<file path="src/include/nabp_consts.svh">
`ifndef NABP_CONSTS_SVH
`define NABP_CONSTS_SVH

// samples per projection line
`define NABP_LINE_SIZE 16
// signed sample index
`define NABP_S_WIDTH 5

// accumulator fixed-point format, integer and fraction bits
`define NABP_ACCU_INT 6
`define NABP_ACCU_FRAC 8

`define NABP_DATA_WIDTH 12
`define NABP_ROW_WIDTH 6
`define NABP_CREDITS 4

`endif
</file>
<file path="src/logic/nabp_data_pkg.sv">
`include "nabp_consts.svh"

package nabp_data_pkg;

    // fixed-point accumulator, floor shift by the fraction width
    typedef logic signed [`NABP_ACCU_INT+`NABP_ACCU_FRAC-1:0] nabp_accu_t;

    // index into the projection line
    typedef logic signed [`NABP_S_WIDTH-1:0] nabp_s_val_t;

    // one projection sample
    typedef logic [`NABP_DATA_WIDTH-1:0] nabp_sample_t;

endpackage

</file>
<file path="src/logic/nabp_ctrl_pkg.sv">
package nabp_ctrl_pkg;

    // host command opcodes
    typedef enum logic [1:0] {
        OP_NOP      = 2'd0,
        OP_SET_INIT = 2'd1,
        OP_SET_BASE = 2'd2,
        OP_MAP_ROW  = 2'd3
    } nabp_opcode_e;

    typedef enum logic {
        IDLE = 1'b0,
        BUSY = 1'b1
    } nabp_decode_state_e;

    // shared by the walker and the mapper
    typedef enum logic {
        READY   = 1'b0,
        MAPPING = 1'b1
    } nabp_walk_state_e;

endpackage

</file>
<file path="src/logic/nabp_mapper_top.sv">
`timescale 1ns/1ns
`include "nabp_consts.svh"

module nabp_mapper_top
(
    input  logic                                     clk,
    input  logic                                     reset_n,
    input  logic                                     cmd_valid,
    input  nabp_ctrl_pkg::nabp_opcode_e              cmd_op,
    input  logic [`NABP_ACCU_INT+`NABP_ACCU_FRAC-1:0] cmd_data,
    output logic                                     cmd_ready,
    input  logic                                     load_en,
    input  logic [$clog2(`NABP_LINE_SIZE)-1:0]       load_addr,
    input  nabp_data_pkg::nabp_sample_t              load_data,
    output logic                                     sample_valid,
    output nabp_data_pkg::nabp_sample_t              sample_data,
    output logic                                     sample_in_range,
    input  logic                                     credit_return
);

    logic                       kick;
    logic                       shift_en;
    logic                       done;
    logic                       in_range;
    logic [`NABP_ROW_WIDTH-1:0] row_len;
    nabp_data_pkg::nabp_accu_t  accu_init;
    nabp_data_pkg::nabp_accu_t  accu_base;
    nabp_data_pkg::nabp_s_val_t s_val;

    // decode
    nabp_cmd_decode u_cmd_decode (
        .clk(clk), .reset_n(reset_n),
        .cmd_valid(cmd_valid), .cmd_op(cmd_op), .cmd_data(cmd_data), .cmd_ready(cmd_ready),
        .done(done), .kick(kick), .row_len(row_len),
        .accu_init(accu_init), .accu_base(accu_base)
    );

    // execute
    nabp_row_walker u_row_walker (
        .clk(clk), .reset_n(reset_n), .kick(kick), .row_len(row_len),
        .credit_return(credit_return), .shift_en(shift_en), .done(done)
    );

    nabp_mapper u_mapper (
        .clk(clk), .reset_n(reset_n), .accu_init(accu_init), .accu_base(accu_base),
        .kick(kick), .shift_en(shift_en), .done(done), .s_val(s_val), .in_range(in_range)
    );

    // result
    nabp_line_buffer u_line_buffer (
        .clk(clk), .reset_n(reset_n),
        .load_en(load_en), .load_addr(load_addr), .load_data(load_data),
        .shift_en(shift_en), .s_val(s_val), .in_range(in_range),
        .sample_valid(sample_valid), .sample_data(sample_data),
        .sample_in_range(sample_in_range)
    );

endmodule

</file>
<file path="src/logic/nabp_line_buffer.sv">
`timescale 1ns/1ns
`include "nabp_consts.svh"

module nabp_line_buffer
(
    input  logic                                 clk,
    input  logic                                 reset_n,
    input  logic                                 load_en,
    input  logic [$clog2(`NABP_LINE_SIZE)-1:0]   load_addr,
    input  nabp_data_pkg::nabp_sample_t          load_data,
    input  logic                                 shift_en,
    input  nabp_data_pkg::nabp_s_val_t           s_val,
    input  logic                                 in_range,
    output logic                                 sample_valid,
    output nabp_data_pkg::nabp_sample_t          sample_data,
    output logic                                 sample_in_range
);

    localparam int ADDR_W = $clog2(`NABP_LINE_SIZE);

    nabp_data_pkg::nabp_sample_t mem [`NABP_LINE_SIZE];

    // host load port, one sample per cycle
    always_ff @(posedge clk)
    begin
        if (load_en)
            mem[load_addr] <= load_data;
    end

    // registered lookup, zero outside the line
    always_ff @(posedge clk)
    begin
        if (shift_en)
        begin
            sample_in_range <= in_range;
            if (in_range)
                sample_data <= mem[s_val[ADDR_W-1:0]];
            else
                sample_data <= '0;
        end
    end

    always_ff @(posedge clk)
    begin
        if (!reset_n)
            sample_valid <= 1'b0;
        else
            sample_valid <= shift_en;
    end

endmodule

</file>
<file path="src/logic/nabp_mapper.sv">
`timescale 1ns/1ns
`include "nabp_consts.svh"

module nabp_mapper
(
    input  logic                       clk,
    input  logic                       reset_n,
    input  nabp_data_pkg::nabp_accu_t  accu_init,
    input  nabp_data_pkg::nabp_accu_t  accu_base,
    input  logic                       kick,
    input  logic                       shift_en,
    input  logic                       done,
    output nabp_data_pkg::nabp_s_val_t s_val,
    output logic                       in_range
);

    nabp_ctrl_pkg::nabp_walk_state_e state;
    nabp_data_pkg::nabp_accu_t       accu;

    // valid window is [0, line size) in fixed point
    assign in_range = (state == nabp_ctrl_pkg::MAPPING) && (accu >= 0) &&
                      (accu < (`NABP_LINE_SIZE << `NABP_ACCU_FRAC));

    // floor of the accumulator before this step's increment
    assign s_val = in_range ? accu[`NABP_ACCU_FRAC +: `NABP_S_WIDTH] : '0;

    always_ff @(posedge clk)
    begin
        if (state == nabp_ctrl_pkg::READY)
            accu <= accu_init;
        else if (shift_en)
            accu <= accu + accu_base;
    end

    always_ff @(posedge clk)
    begin
        if (!reset_n)
            state <= nabp_ctrl_pkg::READY;
        else if (state == nabp_ctrl_pkg::READY && kick)
            state <= nabp_ctrl_pkg::MAPPING;
        else if (state == nabp_ctrl_pkg::MAPPING && done)
            state <= nabp_ctrl_pkg::READY;
    end

endmodule

</file>
<file path="src/logic/nabp_row_walker.sv">
`timescale 1ns/1ns
`include "nabp_consts.svh"

module nabp_row_walker
(
    input  logic                       clk,
    input  logic                       reset_n,
    input  logic                       kick,
    input  logic [`NABP_ROW_WIDTH-1:0] row_len,
    input  logic                       credit_return,
    output logic                       shift_en,
    output logic                       done
);

    localparam int CREDIT_W = $clog2(`NABP_CREDITS + 1);

    nabp_ctrl_pkg::nabp_walk_state_e state;
    logic [CREDIT_W-1:0]             credits;
    logic [`NABP_ROW_WIDTH-1:0]      remaining;

    // one step per cycle while credits last
    assign shift_en = (state == nabp_ctrl_pkg::MAPPING) && (credits != '0);
    assign done     = shift_en && (remaining == `NABP_ROW_WIDTH'd1);

    always_ff @(posedge clk)
    begin
        if (!reset_n)
        begin
            state     <= nabp_ctrl_pkg::READY;
            credits   <= CREDIT_W'(`NABP_CREDITS);
            remaining <= '0;
        end
        else
        begin
            // step and return in one cycle cancel out
            if (shift_en && !credit_return)
                credits <= credits - 1'b1;
            else if (credit_return && !shift_en)
                credits <= credits + 1'b1;

            case (state)
                nabp_ctrl_pkg::READY:
                    if (kick)
                    begin
                        state     <= nabp_ctrl_pkg::MAPPING;
                        remaining <= row_len;
                    end
                nabp_ctrl_pkg::MAPPING:
                begin
                    if (shift_en)
                        remaining <= remaining - 1'b1;
                    if (done)
                        state <= nabp_ctrl_pkg::READY;
                end
                default:
                    state <= nabp_ctrl_pkg::READY;
            endcase
        end
    end

endmodule

</file>
<file path="src/logic/nabp_cmd_decode.sv">
`timescale 1ns/1ns
`include "nabp_consts.svh"

module nabp_cmd_decode
(
    input  logic                                     clk,
    input  logic                                     reset_n,
    input  logic                                     cmd_valid,
    input  nabp_ctrl_pkg::nabp_opcode_e              cmd_op,
    input  logic [`NABP_ACCU_INT+`NABP_ACCU_FRAC-1:0] cmd_data,
    output logic                                     cmd_ready,
    input  logic                                     done,
    output logic                                     kick,
    output logic [`NABP_ROW_WIDTH-1:0]               row_len,
    output nabp_data_pkg::nabp_accu_t                accu_init,
    output nabp_data_pkg::nabp_accu_t                accu_base
);

    nabp_ctrl_pkg::nabp_decode_state_e state;
    logic                              cmd_fire;
    logic [`NABP_ROW_WIDTH-1:0]        cmd_len;
    logic                              map_start;

    assign cmd_ready = (state == nabp_ctrl_pkg::IDLE);
    assign cmd_fire  = cmd_valid && cmd_ready;
    assign cmd_len   = cmd_data[`NABP_ROW_WIDTH-1:0];

    // zero-length rows are dropped here
    assign map_start = cmd_fire && (cmd_op == nabp_ctrl_pkg::OP_MAP_ROW) && (cmd_len != '0);

    // parameter registers
    always_ff @(posedge clk)
    begin
        if (cmd_fire && cmd_op == nabp_ctrl_pkg::OP_SET_INIT)
            accu_init <= nabp_data_pkg::nabp_accu_t'(cmd_data);
        if (cmd_fire && cmd_op == nabp_ctrl_pkg::OP_SET_BASE)
            accu_base <= nabp_data_pkg::nabp_accu_t'(cmd_data);
        if (map_start)
            row_len <= cmd_len;
    end

    always_ff @(posedge clk)
    begin
        if (!reset_n)
        begin
            state <= nabp_ctrl_pkg::IDLE;
            kick  <= 1'b0;
        end
        else
        begin
            // kick follows the accepted command by one cycle
            kick <= map_start;
            case (state)
                nabp_ctrl_pkg::IDLE:
                    if (map_start)
                        state <= nabp_ctrl_pkg::BUSY;
                nabp_ctrl_pkg::BUSY:
                    if (done)
                        state <= nabp_ctrl_pkg::IDLE;
                default:
                    state <= nabp_ctrl_pkg::IDLE;
            endcase
        end
    end

endmodule

</file>
<file path="config.mk">
export PLATFORM = sky130hd
export DESIGN_NAME = nabp_mapper_top
export DESIGN_NICKNAME = d
export VERILOG_FILES = /design/src/logic/nabp_data_pkg.sv /design/src/logic/nabp_ctrl_pkg.sv /design/src/logic/nabp_mapper_top.sv /design/src/logic/nabp_line_buffer.sv /design/src/logic/nabp_mapper.sv /design/src/logic/nabp_row_walker.sv /design/src/logic/nabp_cmd_decode.sv
export VERILOG_INCLUDE_DIRS = /design/src /design/src/include
export SDC_FILE = /design/constraint.sdc
export NUM_CORES = 1
export LEC_CHECK = 0
export CORE_MARGIN = 2
export CORE_UTILIZATION = 60
export DETAILED_ROUTE_END_ITERATION = 12
export DONT_BUFFER_PORTS = 1
export GPL_TIMING_DRIVEN = 0
export MAX_ROUTING_LAYER = met4
export PLACE_DENSITY_LB_ADDON = 0.3
export RECOVER_POWER = 100
export SYNTH_ARGS = -nofsm -noshare
export SYNTH_HDL_FRONTEND = slang
export SYNTH_SLANG_ARGS = --single-unit
</file>
<file path="constraint.sdc">
create_clock -name clk -period 3.23 [get_ports clk]
set_input_delay 0.1615 -clock clk [delete_from_list [all_inputs] [get_ports clk]]
set_output_delay 0.1615 -clock clk [all_outputs]
set_load 0.01 [all_outputs]
</file>
==> impl_metrics.env <==
export IMPL_grt_pass1_vias=6806
export IMPL_multi_input_comb_area_um2=2730
export IMPL_globalplace_congestion=0.970
export IMPL_areaGrowthSynthToFinish_pct=14.3
export IMPL_path_class="flop to flop"
export IMPL_arrival_ns=3.10
export IMPL_clock_sinks=267
export IMPL_grt_pass1_wl_mm=38.2
export IMPL_required_ns=3.50
export IMPL_die_area_um2=19100
export IMPL_syn_cell_area_um2=10800
export IMPL_fin_crit_sh_pct=87.7
export IMPL_ir_drop_mv=0.524
export IMPL_vias_per_cell=6.46
export IMPL_drive_above_1_share_pct=7.42
export IMPL_fin_area_um2=12400
export IMPL_postPlaceCellArea_um2=11200
export IMPL_drtPass1Iterations=6
export IMPL_grt_setup_unrepaired="false"
export IMPL_cp_max_fo=10
export IMPL_die_x_um=138
export IMPL_n_fill_cell=1137
export IMPL_path_delay_family="buffers and inverters"
export IMPL_start_util_pct=60.6
export IMPL_min_to="u_cmd_decode.row_len[0]"
export IMPL_timing_final_ws_setup_ns=0.397
export IMPL_tns_ns=0
export IMPL_synth_cell_type_count=56
export IMPL_max_freq_mhz=353
export IMPL_reg2reg_slack_ns=0.40
export IMPL_stdcell_count=1052
export IMPL_start_kind="flop"
export IMPL_slowest_delay_ns=0.52
export IMPL_cts_max_path_buffers=3
export IMPL_p_leak_nw=4.22
export IMPL_portBuffers=0
export IMPL_r2r_cells=8
export IMPL_min_path_cells=2
export IMPL_netlist_area_leader_share_pct=70.2
export IMPL_final_nets=856
export IMPL_status="finished with violations"
export IMPL_setup_viol_count_final=0
export IMPL_hold_viol_final=0
export IMPL_crit_path_top_delay_cell="nor3b_4"
export IMPL_ys_seq_area_share_pct=72.8
export IMPL_dp_hpwl_mm=16.1
export IMPL_endpoint_kind="flop"
export IMPL_insertion_delay_ns=0.54
export IMPL_maxCapViolCount=3
export IMPL_relSlewSlack_pct=-26.0
export IMPL_seq_area_um2=7880
export IMPL_utilization_pct=69.3
export IMPL_clkTransAtPathRegs_ns=0.06
export IMPL_crit_path_frequent_cell="clkbuf_1"
export IMPL_wl_per_cell_um=24.0
export IMPL_hp_class="primary input to flop"
export IMPL_r2r_end="u_line_buffer.sample_data[8]"
export IMPL_die_h_um=138
export IMPL_htreeDepth=1
export IMPL_ioPinCount=52
export IMPL_rows=49
export IMPL_hp_start="cmd_op[0]"
export IMPL_async_reset_ff_share_pct=0
export IMPL_skew_ns=0.0205
export IMPL_pre_cts_slack_ns=0.459
export IMPL_violations="capacitance limit, slew limit"
export IMPL_min_period_ns=2.83
export IMPL_synth_nets=791
export IMPL_r2r_start="u_mapper.state"
export IMPL_grt_max_degree=21
export IMPL_clock_root_buffer="clkbuf_16"
export IMPL_tightest_slew_ns=1.88
export IMPL_cts_tree="done"
export IMPL_synth_ff_latch_count=267
export IMPL_placed_cells=966
export IMPL_detail_route_antenna_nets=0
export IMPL_syn_area_per_cell_um2=14.7
export IMPL_yosys_warnings=0
export IMPL_drt_iter0_markers=781
export IMPL_numCtsBuffers=27
export IMPL_synth_area_leaders="edfxtp_1, nor2_1, dfxtp_1"
export IMPL_grt_antenna_before_repair=1
export IMPL_overflow=0
export IMPL_synth_largest_area_cell="edfxtp_1"
export IMPL_yosys_most_used_dff="edfxtp_1"
export IMPL_vias=6793
export IMPL_p_per_area_nw_per_um2=608
export IMPL_syn_inst=736
export IMPL_crit_buf_inv=3
export IMPL_wirelength_mm=25.2
export IMPL_drv_slew=39
export IMPL_core_um2=17800
export IMPL_grt_use_total_pct=26.8
export IMPL_synth_edff_count=253
export IMPL_route_detailed_drc=0
export IMPL_crit_path_cell_trace="clkbuf_1 -> nor3b_4 -> nand2_4 -> clkbuf_1 -> clkbuf_1 -> nand2_1 -> nand3_1 -> a311o_1"
==> repair_timing <==
| item | in CTS | in global routing |
|---|---|---|
| hold endpoints to repair | 289 | 5 |
| setup buffers | 0 | 0 |
| hold buffers | 33 | 1 |
| setup endpoints to repair | 0 | 0 |
| resized for setup | 0 | 0 |
==> per-layer routing <==
layer	GRT usage (%)	share of wire [%]	wire length, um	vias up
met1	33.2	36	9130	3329
met5	-	0	0	-
met2	45.4	51	12900	403
met4	8.32	3.3	831	0
met3	4.99	9.5	2390	68
li1	-	-	-	2993
==> synthesized netlist by cell type, types with 14 or more instances <==
cell,n
a21oi_1,26
a31oi_1,14
clkbuf_1,24
dfxtp_1,14
edfxtp_1,253
ha_1,16
mux2i_1,26
nand2_1,60
nand3_1,20
nor2_1,77
o21ai_0,28
o221ai_1,25
==> worst max-delay path by stage <==
stage	start	endpoint	slack, ns	depth (start not counted)
after detailed placement	u_row_walker.state	u_row_walker.credits[2]	0.46	8
final	u_mapper.state	u_line_buffer.sample_data[8]	0.40	8
after global routing	u_mapper.state	u_line_buffer.sample_data[8]	0.27	8
after global placement	u_cmd_decode.state	u_cmd_decode.accu_base[13]	0.15	1
after floorplan	u_cmd_decode.accu_base[0]	u_mapper.accu[10]	0.93	7
after CTS	u_row_walker.state	u_row_walker.credits[2]	0.45	8
==> flip-flops by register name (all words and copies together), names as in the netlist <==
signal	count
u_cmd_decode.accu_init	14
u_row_walker.state	1
u_line_buffer.mem	192
u_mapper.accu	14
u_cmd_decode.accu_base	14
u_mapper.state	1
u_line_buffer.sample_valid	1
u_line_buffer.sample_data	12
u_cmd_decode.kick	1
u_row_walker.credits	3
u_cmd_decode.row_len	6
u_row_walker.remaining	6
u_line_buffer.sample_in_range	1
u_cmd_decode.state	1
==> report_power, final <==
| part | internal [mW] | switching, mW | total, mW |
|---|---|---|---|
| combinational | 0.144 | 0.262 | 0.406 |
| sequential | 3.88 | 0.0433 | 3.93 |
| clock | 1.95 | 1.24 | 3.19 |
==> metrics by stage <==
| stage | hold slack (ns) | total power [mW] |
|---|---|---|
| 6_report | 0.0450 | 7.53 |
| 5_1_grt | 0.0509 | 7.71 |
| 4_1_cts | 0.0337 | 7.53 |
| 3_5_place_dp | 0.260 | 4.32 |
| 3_3_place_gp | 0.260 | 4.30 |
| 2_1_floorplan | 0.260 | 4.22 |
==> cells in the final DEF (no fill, tap or decap), types with 5 or more instances in the layout <==
cell           synthesis  layout
edfxtp_1             253     253
nor2_1                77      77
nand2_1               60      60
clkbuf_1              24      37
dlygate4sd3_1          0      34
o21ai_0               28      28
clkbuf_16              0      27
a21oi_1               26      26
mux2i_1               26      26
o221ai_1              25      25
nand3_1               20      20
ha_1                  16      16
a31oi_1               14      14
dfxtp_1               14      14
o22ai_1               13      13
o311ai_0              13      13
a311o_1               12      12
inv_1                 11      11
nor2b_1                9       9
mux2_2                 8       8
xnor2_1                7       7
a21o_1                 6       6
nor3_1                 6       6
buf_2                  7       6
a211oi_1               5       5
xor2_1                 5       5
and2_0                 1       5
==> logic make-up after synthesis <==
logic type / count (synthesis) / synth area share (%)
adder cells (fa/ha/maj): 18 / 2.22
buffers and inverters: 47 / 1.95
multiplexers: 34 / 3.24
AO/OA/AOI/OAI: 160 / 10.4
flip-flops: 267 / 72.8
AND/OR/NAND/NOR: 198 / 8.36
XOR/XNOR: 12 / 0.972
==> area by class of cell <==
cell class / count / area share [%]
antenna: 1 / 0.0202
buffer: 36 / 1.34
clock buffer: 40 / 6.18
clock inverter: 10 / 1.24
inverter: 11 / 0.334
multi-input combinational: 422 / 22.1
sequential: 267 / 63.7
tap: 229 / 2.32
timing repair buffer: 36 / 2.81
Note: power is estimated with default switching activity, not from simulation.
